--- src/source/adiv_pkg.sv ---
`default_nettype none

package adiv_pkg;

  localparam int n_width = 16;  // dividend
  localparam int d_width = 8;   // divisor, quotient, remainder

  // cell (i, j) is approximate when i + j < approx_depth
  localparam int approx_depth = 6;

  // start strobe to done pulse, in cycles
  localparam int latency = 3;

  typedef enum logic [1:0] {
    op_div_exact  = 2'd0,
    op_div_approx = 2'd1,
    op_unused_2   = 2'd2,
    op_unused_3   = 2'd3
  } opcode_e;

  typedef enum logic [1:0] {
    st_ok       = 2'd0,
    st_div_zero = 2'd1,
    st_overflow = 2'd2,
    st_bad_op   = 2'd3
  } status_e;

endpackage

`default_nettype wire

--- src/source/adiv_if.sv ---
`default_nettype none

interface adiv_op_if;
  logic                           valid;
  logic                           approx;
  logic [adiv_pkg::n_width-1:0]   dividend;
  logic [adiv_pkg::d_width-1:0]   divisor;
  adiv_pkg::status_e              status;

  modport decode  (output valid, approx, dividend, divisor, status);
  modport execute (input  valid, approx, dividend, divisor, status);
endinterface

interface adiv_res_if;
  logic                           valid;
  logic [adiv_pkg::d_width-1:0]   quotient;   // raw, not yet masked
  logic [adiv_pkg::d_width-1:0]   remainder;
  adiv_pkg::status_e              status;

  modport execute (output valid, quotient, remainder, status);
  modport result  (input  valid, quotient, remainder, status);
endinterface

`default_nettype wire

--- src/source/adiv_array.sv ---
`default_nettype none

module adiv_array (
  input  logic         clk,
  input  logic         rst_n,
  adiv_op_if.execute   op,
  adiv_res_if.execute  res
);

  // row i produces quotient bit i, column j lines up with divisor bit j
  logic [adiv_pkg::d_width-1:0] rem  [adiv_pkg::d_width];  // restored remainder bits
  logic [adiv_pkg::d_width-1:0] bout [adiv_pkg::d_width];  // borrow chain per row
  logic [adiv_pkg::d_width-1:0] q;

  for (genvar i = 0; i < adiv_pkg::d_width; i++) begin : g_row
    logic top_bit;  // bit left of the row's msb cell

    if (i == adiv_pkg::d_width - 1) begin : g_top_dvd
      assign top_bit = op.dividend[adiv_pkg::n_width-1];
    end else begin : g_top_rem
      assign top_bit = rem[i + 1][adiv_pkg::d_width-1];
    end

    // row subtraction succeeds unless it borrows out
    assign q[i] = top_bit | ~bout[i][adiv_pkg::d_width-1];

    for (genvar j = 0; j < adiv_pkg::d_width; j++) begin : g_col
      logic x;
      logic y;
      logic b_in;
      logic use_approx;
      logic diff;
      logic b_out;

      if (j == 0) begin : g_lsb
        assign x    = op.dividend[i];  // fresh dividend bit enters each row
        assign b_in = 1'b0;
      end else if (i == adiv_pkg::d_width - 1) begin : g_first
        assign x    = op.dividend[i + j];  // first row sees dividend only
        assign b_in = bout[i][j - 1];
      end else begin : g_inner
        assign x    = rem[i + 1][j - 1];
        assign b_in = bout[i][j - 1];
      end

      assign y          = op.divisor[j];
      assign use_approx = op.approx && ((i + j) < adiv_pkg::approx_depth);

      always_comb begin
        if (use_approx) begin
          diff  = x & ~y;
          b_out = y & (~x | b_in);
        end else begin
          diff  = x ^ y ^ b_in;
          b_out = (~x & y) | (~(x ^ y) & b_in);
        end
      end

      assign bout[i][j] = b_out;
      assign rem[i][j]  = q[i] ? diff : x;  // restore on failed subtract
    end
  end

  always_ff @(posedge clk or negedge rst_n) begin
    if (!rst_n) begin
      res.valid <= 1'b0;
    end else begin
      res.valid <= op.valid;
    end
  end

  always_ff @(posedge clk) begin
    if (op.valid) begin
      res.quotient  <= q;
      res.remainder <= rem[0];
      res.status    <= op.status;  // screened upstream, passed through
    end
  end

endmodule

`default_nettype wire

--- src/source/adiv_decode.sv ---
`default_nettype none

module adiv_decode (
  input  logic                           clk,
  input  logic                           rst_n,
  input  logic                           start,
  input  adiv_pkg::opcode_e              opcode,
  input  logic [adiv_pkg::n_width-1:0]   dividend,
  input  logic [adiv_pkg::d_width-1:0]   divisor,
  adiv_op_if.decode                      op
);

  logic              known_op;
  logic              overflow;
  adiv_pkg::status_e status_next;

  assign known_op = (opcode == adiv_pkg::op_div_exact) ||
                    (opcode == adiv_pkg::op_div_approx);

  // quotient needs more than d_width bits
  assign overflow = dividend[adiv_pkg::n_width-1 -: adiv_pkg::d_width] >= divisor;

  always_comb begin
    if (!known_op) begin
      status_next = adiv_pkg::st_bad_op;  // wins even over a zero divisor
    end else if (divisor == '0) begin
      status_next = adiv_pkg::st_div_zero;
    end else if (overflow) begin
      status_next = adiv_pkg::st_overflow;
    end else begin
      status_next = adiv_pkg::st_ok;
    end
  end

  always_ff @(posedge clk or negedge rst_n) begin
    if (!rst_n) begin
      op.valid <= 1'b0;
    end else begin
      op.valid <= start;
    end
  end

  always_ff @(posedge clk) begin
    if (start) begin
      op.approx   <= (opcode == adiv_pkg::op_div_approx);
      op.dividend <= dividend;
      op.divisor  <= divisor;
      op.status   <= status_next;
    end
  end

endmodule

`default_nettype wire

--- src/source/adiv_result.sv ---
`default_nettype none

module adiv_result (
  input  logic                           clk,
  input  logic                           rst_n,
  adiv_res_if.result                     res,
  output logic                           done,
  output logic [adiv_pkg::d_width-1:0]   quotient,
  output logic [adiv_pkg::d_width-1:0]   remainder,
  output adiv_pkg::status_e              status
);

  logic ok;

  assign ok = (res.status == adiv_pkg::st_ok);

  always_ff @(posedge clk or negedge rst_n) begin
    if (!rst_n) begin
      done <= 1'b0;
    end else begin
      done <= res.valid;  // single-cycle pulse per result
    end
  end

  // outputs hold until the next result arrives
  always_ff @(posedge clk or negedge rst_n) begin
    if (!rst_n) begin
      quotient  <= '0;
      remainder <= '0;
      status    <= adiv_pkg::st_ok;
    end else if (res.valid) begin
      status <= res.status;
      if (ok) begin
        quotient  <= res.quotient;
        remainder <= res.remainder;
      end else begin
        quotient  <= '0;  // failed commands give no data
        remainder <= '0;
      end
    end
  end

endmodule

`default_nettype wire

--- src/source/adiv_top.sv ---
`default_nettype none

module adiv_top (
  input  logic                           clk,
  input  logic                           rst_n,
  input  logic                           start,
  input  adiv_pkg::opcode_e              opcode,
  input  logic [adiv_pkg::n_width-1:0]   dividend,
  input  logic [adiv_pkg::d_width-1:0]   divisor,
  output logic                           done,
  output logic [adiv_pkg::d_width-1:0]   quotient,
  output logic [adiv_pkg::d_width-1:0]   remainder,
  output adiv_pkg::status_e              status
);

  adiv_op_if  op_bus ();
  adiv_res_if res_bus ();

  adiv_decode decode_i (
    .clk      (clk),
    .rst_n    (rst_n),
    .start    (start),
    .opcode   (opcode),
    .dividend (dividend),
    .divisor  (divisor),
    .op       (op_bus)
  );

  adiv_array array_i (
    .clk   (clk),
    .rst_n (rst_n),
    .op    (op_bus),
    .res   (res_bus)
  );

  adiv_result result_i (
    .clk       (clk),
    .rst_n     (rst_n),
    .res       (res_bus),
    .done      (done),
    .quotient  (quotient),
    .remainder (remainder),
    .status    (status)
  );

endmodule

`default_nettype wire

--- config.mk ---
export PLATFORM = sky130hd
export DESIGN_NAME = adiv_top
export DESIGN_NICKNAME = d
export VERILOG_FILES = /design/src/source/adiv_pkg.sv /design/src/source/adiv_if.sv /design/src/source/adiv_array.sv /design/src/source/adiv_decode.sv /design/src/source/adiv_result.sv /design/src/source/adiv_top.sv
export SDC_FILE = /design/constraint.sdc
export NUM_CORES = 1
export LEC_CHECK = 0
export BUFFER_PORTS_ARGS = -buffer_cell sky130_fd_sc_hd__buf_4
export CAP_MARGIN = 20
export CORE_UTILIZATION = 50
export CTS_CLUSTER_DIAMETER = 60
export DETAILED_ROUTE_END_ITERATION = 12
export GPL_TIMING_DRIVEN = 0
export PLACE_DENSITY = 0.69
export SETUP_SLACK_MARGIN = 0.1
export SKIP_CTS_REPAIR_TIMING = 1
export SLEW_MARGIN = 20
export SYNTH_ARGS = -nofsm -noshare
export SYNTH_HDL_FRONTEND = slang
export SYNTH_HIERARCHICAL = 1
export SYNTH_SLANG_ARGS = --single-unit
export TNS_END_PERCENT = 50
--- constraint.sdc ---
create_clock -name clk -period 35.2 [get_ports clk]
set_input_delay 5.28 -clock clk [delete_from_list [all_inputs] [get_ports clk]]
set_output_delay 5.28 -clock clk [all_outputs]
set_load 0.01 [all_outputs]
# --- Word level (Yosys, flattened, before mapping) ---
# Cells that the tools add are included.
word_totals:
  ff_bits: 66
  in_bits: 29
  output_inout_bits: 19
  wordCells: 615
classes:
  n_lt_le_gt_ge: 1
  eq_ne: 1
  n_mux: 104
  bitwise: 490
  reduce_logical: 5
ops:
  columns: ["op", "count"]
  rows:
  - ["$and A1 B1 Y1", 156]
  - ["$not A1 Y1", 135]
  - ["$xor A1 B1 Y1", 120]
  - ["$mux W1", 100]
  - ["$or A1 B1 Y1", 79]
  - ["$mux W8", 2]
  - ["$ge A8 B8 Y1", 1]
  - ["$logic_not A8 Y1", 1]
  - ["$logic_not A2 Y1", 2]
  - ["$mux W2", 2]
  - ["$eq A2 B1 Y1 const B", 1]
  - ["$reduce_or A2 Y1", 1]
  - ["$logic_or A1 B1 Y1", 1]

# --- Depth between registers and ports, before layout ---
# Gate-level depths: netlist of run 1.
depth:
  depth_word: 167
  mapped_depth: 127
  depth_no_buf: 123

# --- Modules after synthesis ---
# The synthesis of run 1 kept the hierarchy.
modules_own_cells:
  columns: ["module", "n_inst", "cells_each", "area_each_um2", "seq_area_each_um2"]
  rows:
  - ["adiv_array", 1, 383, 3797.4, 565.5]
  - ["adiv_decode", 1, 62, 1079.8, 835.8]
  - ["adiv_result", 1, 76, 838.3, 475.5]

# --- Least setup slack after synthesis of run 1 ---
# OpenSTA, ideal clock, no wires.
synth_path:
  path_type: "register to register"
  start: "reg decode_i.op.divisor[1]"
  end: "reg array_i.res.remainder[7] (data pin)"
  setup_time_ns: 0.260
  arrival_ns: 27.917
  slack_ns: 7.023
  stages_incl_launch_ff: 120
  cell_sequence: "edfxtp_1 inv_1 fa_1 fa_1 fa_1 fa_1 fa_1 fa_1 fa_1 nor2_4 nand2_1 o21ai_0 fa_1 inv_1 fa_1 fa_1 fa_1 fa_1 [84 not listed] fa_1 o22ai_1 fa_1 nand2_1 nand2b_1 fa_1 o2bb2ai_1 fa_1 a21boi_0 fa_1 mux2_2 a31oi_1 fa_1 inv_1 fa_1 or3_1 buf_6 mux2_4"
synth_rtl:
  columns: ["item", "line", "text"]
  rows:
  - ["from (decl)", "adiv_if.sv:10", "modport decode (output valid, approx, dividend, divisor, status);"]
  - ["to (signal assigned)", "adiv_array.sv:75", "res.remainder <= rem[0];"]
  - ["to (decl)", "adiv_if.sv:20", "modport execute (output valid, quotient, remainder, status);"]

==> results of run 1 <==
cell families after synthesis:
kind of cell               share of synthesized area
AOI/OAI and AO/OA                              0.150
adders and majority gates                      0.277
buffers and inverters                         0.0740
DFF                                            0.328
muxes                                         0.0696
and+or+nand+nor                                0.101
layer usage:
metal  wire, um  share of wire  vias to the layer above  track usage
met1       4800           0.41                     1990        0.262
li1           -              -                     1913            -
met3        340          0.029                       15       0.0377
met2       6230           0.54                       73        0.395
met5          0              0                        -            0
met4        201          0.017                        0       0.0724
worst max-delay path by stage:
stage	start	endpoint	slack (ps)	cells after the start
finish	decode_i/op.divisor[1]$_DFFE_PP_	array_i/res.remainder[0]$_DFFE_PP_	4190	122
global route	decode_i/op.divisor[1]$_DFFE_PP_	array_i/res.remainder[0]$_DFFE_PP_	2530	122
CTS	decode_i/op.divisor[1]$_DFFE_PP_	array_i/res.remainder[0]$_DFFE_PP_	4120	122
detailed placement	decode_i/op.divisor[1]$_DFFE_PP_	array_i/res.remainder[0]$_DFFE_PP_	4220	122
global placement	decode_i/op.divisor[1]$_DFFE_PP_	array_i/res.remainder[0]$_DFFE_PP_	4620	122
floorplan	decode_i/op.divisor[1]$_DFFE_PP_	array_i/res.remainder[7]$_DFFE_PP_	7020	119
registers in the layout, indices dropped and copies added, names as in the netlist:
| name | flops |
|---|---|
| decode_i/op.dividend | 16 |
| array_i/res.quotient | 8 |
| array_i/res.remainder | 8 |
| decode_i/op.divisor | 8 |
| result_i/quotient | 8 |
| result_i/remainder | 8 |
| array_i/res.status | 2 |
| decode_i/op.status | 2 |
| result_i/status | 2 |
| array_i/res.valid | 1 |
| decode_i/op.approx | 1 |
| decode_i/op.valid | 1 |
| result_i/done | 1 |
area by class of cell:
type,instances,area (um^2)
fill,937,4460
multi-input combinational,362,3420
sequential,66,1880
timing repair buffer,47,353
inverter,75,289
clock buffer,9,225
tap,140,175
buffer,18,134
clock inverter,7,58.8
metrics by stage:
step                utilization  hold WS [ps]  instances  cell area (um^2)
global placement          0.568           351        708              6240
finish                    0.594           368        724              6530
detailed placement        0.568           354        708              6240
CTS                       0.594           369        724              6530
floorplan                     -           349        521              5720
global route              0.594           386        724              6530
synth_stat cells (2+ instances only):
cell type and instances:
a211o_1 2, a211oi_1 3, a21boi_0 2, a21o_2 2, a21oi_1 20, a21oi_2 5
a221oi_2 2, a31o_2 4, a31oi_1 5, a41oi_2 2, and2_1 2, and2_4 2
and3_1 2, buf_2 4, buf_6 6, clkbuf_1 7, dfrtp_1 21, edfxtp_1 45
fa_1 56, ha_1 37, inv_1 69, inv_2 3, mux2_2 14, mux2_4 2
mux2i_1 21, nand2_1 63, nand2b_1 3, nand3_1 3, nand3b_1 2, nand4b_1 2
nor2_1 26, nor2_2 3, nor2b_1 3, nor4_1 2, o211a_1 4, o211ai_1 4
o21ai_0 16, o21ai_1 2, o22ai_1 10, o22ai_2 10, o2bb2ai_1 3
==> impl_metrics.env, run 1 <==
export IMPL_synth_area_leaders="edfxtp_1 (24%), fa_1 (20%), dfrtp_1 (9.2%)"
export IMPL_cp_top_family="adder cells"
export IMPL_synth_warnings=6
export IMPL_die_area_mm2=0.0119
export IMPL_layout_common_cells="inv_1 (69), nand2_1 (63), fa_1 (56)"
export IMPL_min_from="array_i/res.valid$_DFF_PN0_"
export IMPL_finalWorstSetupSlack_ps=4190
export IMPL_place_congestion=0.910
export IMPL_pin_count=48
export IMPL_clk_latency_ps=340
export IMPL_status="complete, no violations"
export IMPL_syn_to_final_growth_pct=14.2
export IMPL_clockRootBuffer="clkbuf_16"
export IMPL_worstRegToRegCells=122
export IMPL_setup_viol=0
export IMPL_hold_path_class="flip-flop to flip-flop"
export IMPL_synthCells=521
export IMPL_synth_edf_count=45
export IMPL_die_x_um=109
export IMPL_mostFrequentLayoutCell="inv_1"
export IMPL_drv_cap=0
export IMPL_synth_fp_nets=643
export IMPL_avgViaCountPerCell=5.51
export IMPL_cpMostUsedCell="fa_1"
export IMPL_final_max_slew_violation_count=0
export IMPL_die_h_um=109
export IMPL_rsz0062_at_grt="no"
export IMPL_cts_tree="built"
export IMPL_ys_flop_type="edfxtp_1"
export IMPL_grt_first_pass_wirelength_um=19700
export IMPL_r2r_end="array_i/res.remainder[0]$_DFFE_PP_"
export IMPL_worstMarginPinSlew_ps=762
export IMPL_dr_first_iter_drc_count=154
export IMPL_slew_headroom=0.492
export IMPL_grt_pass1_vias=4161
export IMPL_port_buffers=47
export IMPL_ys_seq_area_frac=0.328
export IMPL_synth_distinct_cells=68
export IMPL_syn_area_mm2=0.00572
export IMPL_grt_max_degree=29
export IMPL_r2r_slack_ps=4190
export IMPL_min_period_over_period=0.881
export IMPL_dr_pass1_iters=4
export IMPL_vias=3991
export IMPL_path_clk_slew_ps=60
export IMPL_start_kind="flip-flop"
export IMPL_fin_crit_ps=31010
export IMPL_floorplan_initialDensity=0.520
export IMPL_syn_area_per_cell_um2=11.0
export IMPL_critPathArrivalTime_ps=31090
export IMPL_htree_levels=3
export IMPL_slowest_delay_ps=530
export IMPL_grt_antenna_before_repair=0
export IMPL_critPathMaxFanout=13
export IMPL_n_antenna_cell=0
export IMPL_yosysTopAreaCell="edfxtp_1"
export IMPL_fmax_ghz=0.0322
export IMPL_cp_end_kind="flip-flop"
export IMPL_wl_per_cell_um=16.0
export IMPL_rr_startpoint="decode_i/op.divisor[1]$_DFFE_PP_"
export IMPL_cts_buffers=9
export IMPL_clockBufferDepth=2
export IMPL_synthArstFlopShare=0.318
export IMPL_preCtsSetupSlack_ps=4220
export IMPL_ys_ff_latch=66
export IMPL_ant_nets=0
export IMPL_routed_wl_um=11600
export IMPL_drc=0
export IMPL_cp_num_buf_inv=17
export IMPL_crit_slowest_cell="fa_1"
export IMPL_core_mm2=0.0110
export IMPL_grtUsageTotal=0.219
export IMPL_hold_viol=0
export IMPL_crit_type="flip-flop to flip-flop"
export IMPL_synth_top_area_frac=0.236
export IMPL_fin_skew_ps=7.73
export IMPL_rows=38
export IMPL_holdPathEnd="result_i/done$_DFF_PN0_"
export IMPL_hold_path_depth=0
export IMPL_grt_remaining_overflow=0
export IMPL_critPathRequiredTime_ps=35280
export IMPL_cts_sinks=66
export IMPL_fin_nets=701
export IMPL_setup_tns_ps=0
export IMPL_drive_gt1_frac=0.229
export IMPL_place_hpwl_um=9380
Power of run 1 is not shown: default switching activity piles up to over one toggle a cycle in this logic, so the estimate is an artifact.
==> run 2, diff against run 1 <==
--- a/config.mk
+++ b/config.mk
@@ -5,13 +5,14 @@
 export SDC_FILE = /design/constraint.sdc
 export NUM_CORES = 1
 export LEC_CHECK = 0
+export ABC_AREA = 1
 export BUFFER_PORTS_ARGS = -buffer_cell sky130_fd_sc_hd__buf_4
 export CAP_MARGIN = 20
 export CORE_UTILIZATION = 50
 export CTS_CLUSTER_DIAMETER = 60
 export DETAILED_ROUTE_END_ITERATION = 12
 export GPL_TIMING_DRIVEN = 0
-export PLACE_DENSITY = 0.69
+export PLACE_DENSITY = 0.68
 export SETUP_SLACK_MARGIN = 0.1
 export SKIP_CTS_REPAIR_TIMING = 1
 export SLEW_MARGIN = 20
==> impl_metrics.env, run 2 <==
export IMPL_violations="DRC"
export IMPL_layout_common_cells="nand2_1 (246), inv_1 (103), fa_1 (56)"
export IMPL_largest_reg_flops=16
export IMPL_die_x_um=111
export IMPL_critPathArrivalTime_ps=29580
export IMPL_syn_area_per_cell_um2=8.65
export IMPL_synth_top_area_frac=0.225
export IMPL_final_max_slew_violation_count=0
export IMPL_clockRootBuffer="clkbuf_16"
export IMPL_fin_crit_ps=29530
export IMPL_die_area_mm2=0.0124
export IMPL_wl_per_cell_um=13.1
export IMPL_fin_nets=873
export IMPL_dr_first_iter_drc_count=163
export IMPL_rr_startpoint="decode_i/op.divisor[1]$_DFFE_PP_"
export IMPL_r2r_slack_ps=5670
export IMPL_dr_pass1_iters=10
export IMPL_largest_register="decode_i/op.dividend"
export IMPL_grt_max_degree=29
export IMPL_critPathRequiredTime_ps=35250
export IMPL_floorplan_initialDensity=0.518
export IMPL_synth_fp_nets=815
export IMPL_drive_gt1_frac=0.179
export IMPL_grt_remaining_overflow=0
export IMPL_place_congestion=0.873
export IMPL_hold_viol=0
export IMPL_cp_top_family="adder cells"
export IMPL_syn_area_mm2=0.00599
export IMPL_core_mm2=0.0116
export IMPL_fin_skew_ps=10.9
export IMPL_vias=4449
export IMPL_clk_latency_ps=340
export IMPL_cp_end_kind="flip-flop"
export IMPL_synth_distinct_cells=38
export IMPL_fmax_ghz=0.0339
export IMPL_cts_buffers=9
export IMPL_critPathMaxFanout=12
export IMPL_rsz0062_at_grt="no"
export IMPL_worstMarginPinSlew_ps=726
export IMPL_met3_usage=0.0408
export IMPL_htree_levels=3
export IMPL_pin_count=48
export IMPL_grt_pass1_vias=4391
export IMPL_clockBufferDepth=2
export IMPL_port_buffers=47
export IMPL_slew_headroom=0.516
export IMPL_ys_flop_type="edfxtp_1"
export IMPL_holdPathEnd="array_i/res.status[1]$_DFFE_PP_"
export IMPL_yosys_top_cells_count="nand2_1 (246), inv_1 (103), fa_1 (56)"
export IMPL_syn_to_final_growth_pct=13.7
export IMPL_slowest_delay_ps=540
export IMPL_r2r_end="array_i/res.remainder[0]$_DFFE_PP_"
export IMPL_crit_type="flip-flop to flip-flop"
export IMPL_setup_viol=0
export IMPL_n_antenna_cell=0
export IMPL_routed_wl_um=11800
export IMPL_synth_area_leaders="edfxtp_1 (23%), fa_1 (19%), nand2_1 (15%)"
export IMPL_synth_most_common_cell="nand2_1"
export IMPL_cpMostUsedCell="fa_1"
export IMPL_ant_nets=0
export IMPL_yosysTopAreaCell="edfxtp_1"
export IMPL_grt_first_pass_wirelength_um=20700
export IMPL_cts_tree="built"
export IMPL_cts_sinks=66
export IMPL_fillers=1046
export IMPL_grt_antenna_before_repair=0
export IMPL_ys_ff_latch=66
export IMPL_avgViaCountPerCell=4.95
export IMPL_drc=3
export IMPL_mostFrequentLayoutCell="nand2_1"
export IMPL_cp_num_buf_inv=15
export IMPL_start_kind="flip-flop"
export IMPL_synth_warnings=6
export IMPL_synth_edf_count=45
export IMPL_drv_cap=0
export IMPL_die_h_um=111
export IMPL_synthArstFlopShare=0.318
export IMPL_ys_seq_area_frac=0.313
export IMPL_worstSetupStartpoint="decode_i/op.divisor[1]$_DFFE_PP_"
export IMPL_use_met2=0.355
export IMPL_hold_path_class="flip-flop to flip-flop"
export IMPL_grt_busiest_layer="met2"
export IMPL_place_hpwl_um=9470
export IMPL_hold_path_depth=0
export IMPL_synthCells=693
export IMPL_path_clk_slew_ps=50
export IMPL_worstRegToRegCells=118
export IMPL_min_period_over_period=0.839
export IMPL_min_from="decode_i/op.status[1]$_SDFFCE_PP1P_"
export IMPL_rows=39
export IMPL_crit_slowest_cell="fa_1"
export IMPL_setup_tns_ps=0
export IMPL_status="finished with violations"
export IMPL_grtUsageTotal=0.213
export IMPL_gr_usage_met1=0.273
[run 2: changes by cell type in the layout (fill, tap and decap cells not counted), moves of 11 or more]
| cell | before | now |
|---|---|---|
| mux2i_1 | 21 | 7 |
| a21oi_1 | 20 | 3 |
| o21ai_0 | 16 | 27 |
| nand2_1 | 63 | 246 |
| nand2_2 | 1 | 16 |
| mux2_2 | 14 | 1 |
| nand3_1 | 3 | 31 |
| inv_1 | 69 | 103 |
[run 2: worst max path at each step]
stage | endpoint | slack, ps | depth (start not counted)
after detailed placement | array_i/res.remainder[0]$_DFFE_PP_ | 6040 | 118
after global routing | array_i/res.remainder[0]$_DFFE_PP_ | 4080 | 118
after CTS | array_i/res.remainder[0]$_DFFE_PP_ | 5750 | 118
after floorplan | array_i/res.remainder[0]$_DFFE_PP_ | 8660 | 118
final | array_i/res.remainder[0]$_DFFE_PP_ | 5670 | 118
after global placement | array_i/res.remainder[0]$_DFFE_PP_ | 6490 | 118
[run 2: kinds of logic after synthesis]
| family | Yosys count | synth area share |
|---|---|---|
| DFF | 66 | 0.313 |
| and+or+nand+nor | 341 | 0.255 |
| muxes | 8 | 0.0136 |
| buffers and inverters | 129 | 0.0923 |
| adders and majority gates | 93 | 0.264 |
| AOI/OAI and AO/OA | 56 | 0.0618 |
[run 2: layer usage]
metal  routed length, um  vias to the layer above
met1                5420                     2066
met3                 550                       12
met2                5610                       91
met4                 204                        0
li1                    -                     2280
met5                   0                        -
[run 2: final cells by class]
cell class / instances / area (um^2) / share of cell area
repair buffers: 47 / 353 / 0.0518
clock buffers: 10 / 250 / 0.0367
clock inverters: 6 / 40.0 / 0.00587
well taps: 143 / 179 / 0.0263
multi-input cells: 498 / 3560 / 0.523
plain buffers: 17 / 133 / 0.0195
inverters: 112 / 420 / 0.0617
flip-flops and latches: 66 / 1880 / 0.275
[run 2: per-stage QoR]
stage          utilization  setup WS [ps]  hold slack (ps)  std cells  instance area, um^2
6_report             0.589           5670              480        899                 6820
5_1_grt              0.589           4080              488        899                 6820
4_1_cts              0.589           5750              472        899                 6820
3_5_place_dp         0.564           6040              459        883                 6530
3_3_place_gp         0.564           6490              465        883                 6530
2_1_floorplan            -           8660              400        693                 5990
Power of run 2 is left out for the same reason.
==> run 3, diff against run 2 <==
==> constraint.sdc (replaced) <==
create_clock -name clk -period 28.9 [get_ports clk]
set_input_delay 4.335 -clock clk [delete_from_list [all_inputs] [get_ports clk]]
set_output_delay 4.335 -clock clk [all_outputs]
set_load 0.01 [all_outputs]
==> impl_metrics.env, run 3 (synthesis results as in run 2) <==
export IMPL_critPathArrivalTime_ps=27800
export IMPL_fin_crit_ps=27720
export IMPL_vias=4585
export IMPL_cp_end_kind="flip-flop"
export IMPL_final_max_slew_violation_count=0
export IMPL_holdWs_ps=481
export IMPL_use_met2=0.355
export IMPL_place_hpwl_um=9470
export IMPL_largest_reg_flops=16
export IMPL_routed_wl_um=12500
export IMPL_rr_startpoint="decode_i/op.dividend[7]$_DFFE_PP_"
export IMPL_place_congestion=0.873
export IMPL_worstSetupStartpoint="decode_i/op.dividend[7]$_DFFE_PP_"
export IMPL_syn_to_final_growth_pct=18.5
export IMPL_grtUsageTotal=0.213
export IMPL_drc=3
export IMPL_met3_usage=0.0408
export IMPL_min_from="result_i/remainder[0]$_DFFE_PN0P_"
export IMPL_ant_nets=0
export IMPL_avgViaCountPerCell=4.95
export IMPL_mostFrequentLayoutCell="nand2_1"
export IMPL_largest_register="decode_i/op.dividend"
export IMPL_htree_levels=3
export IMPL_fmax_ghz=0.0361
export IMPL_die_x_um=111
export IMPL_slew_headroom=0.523
export IMPL_grt_max_degree=29
export IMPL_slowest_delay_ps=430
export IMPL_grt_antenna_before_repair=0
export IMPL_min_period_over_period=0.959
export IMPL_postPlaceCellArea_mm2=0.00653
export IMPL_layout_common_cells="nand2_1 (246), inv_1 (102), buf_4 (76)"
export IMPL_die_h_um=111
export IMPL_critPathRequiredTime_ps=28980
export IMPL_core_mm2=0.0116
export IMPL_clk_latency_ps=350
export IMPL_hold_viol=0
export IMPL_setup_viol=0
export IMPL_grt_first_pass_wirelength_um=20700
export IMPL_grt_busiest_layer="met2"
export IMPL_cpMostUsedCell="fa_1"
export IMPL_dr_first_iter_drc_count=177
export IMPL_grt_remaining_overflow=0
export IMPL_cts_tree="built"
export IMPL_floorplan_initialDensity=0.518
export IMPL_fin_nets=901
export IMPL_status="finished with violations"
export IMPL_clockBufferDepth=2
export IMPL_cts_sinks=66
export IMPL_pin_count=48
export IMPL_die_area_mm2=0.0124
export IMPL_start_kind="flip-flop"
export IMPL_crit_slowest_cell="fa_2"
export IMPL_fin_skew_ps=12.9
export IMPL_path_clk_slew_ps=60
export IMPL_crit_type="flip-flop to flip-flop"
export IMPL_n_antenna_cell=0
export IMPL_r2r_slack_ps=1180
export IMPL_clockRootBuffer="clkbuf_16"
export IMPL_port_buffers=47
export IMPL_gr_usage_met1=0.273
export IMPL_cts_buffers=9
export IMPL_wl_per_cell_um=13.4
export IMPL_dr_pass1_iters=9
export IMPL_worstMarginPinSlew_ps=715
export IMPL_postLayoutCellArea_mm2=0.00710
export IMPL_hold_path_class="flip-flop to flip-flop"
export IMPL_critPathMaxFanout=10
export IMPL_grt_pass1_vias=4391
export IMPL_drv_cap=0
export IMPL_drive_gt1_frac=0.236
export IMPL_violations="DRC"
export IMPL_rows=39
-- run 3: changes by cell type in the layout (fill, tap and decap cells not counted), moves of 2 or more --
cell / change
buf_4: +27
fa_1: -16
fa_2: +16
o21ai_0: -6
o21ai_1: +4
o21ai_2: +2
-- run 3: final timing paths --
kind | end | cells after the start
max in group asynchronous | result_i/remainder[3]$_DFFE_PN0P_ | 1
worst min-delay path | result_i/remainder[0]$_DFFE_PN0P_ | 2
worst max register to register | array_i/res.remainder[0]$_DFFE_PP_ | 120
worst min register to register | result_i/remainder[0]$_DFFE_PN0P_ | 2
min in group asynchronous | result_i/quotient[4]$_DFFE_PN0P_ | 1
worst max-delay path | array_i/res.remainder[0]$_DFFE_PP_ | 120
-- run 3: cell type report --
| class | count | area, um^2 |
|---|---|---|
| Sequential cell | 66 | 1880 |
| Clock inverter | 6 | 40.0 |
| Tap cell | 143 | 179 |
| Clock buffer | 10 | 250 |
| Buffer | 17 | 133 |
| Inverter | 112 | 427 |
| Fill cell | 1019 | 4460 |
| Multi-Input combinational cell | 499 | 3640 |
| Timing Repair Buffer | 74 | 556 |
-- run 3: critical path, delay by kind of cell (launching register included) --
family / cells / cell delay, ps
AO/OA/AOI/OAI: 16 / 2090
adder cells (fa/ha/maj): 57 / 19780
buffers and inverters: 16 / 1760
flip-flops: 1 / 380
AND/OR/NAND/NOR: 31 / 3380
-- run 3: layer usage --
layer	share of wire	routed length, um
met1	0.46	5760
met2	0.49	6060
met3	0.035	440
met4	0.016	205
met5	0	0
-- run 3: through the flow --
stage | setup WS (ps) | util | TNS (ps) | instances
final | 1180 | 0.614 | 0 | 927
after floorplan | 2360 | - | 0 | 693
after CTS | -549 | 0.589 | -3060 | 899
after global routing | -122 | 0.614 | -507 | 927
after detailed placement | -261 | 0.564 | -762 | 883
after global placement | 191 | 0.564 | 0 | 883
Power of run 3 is left out for the same reason.
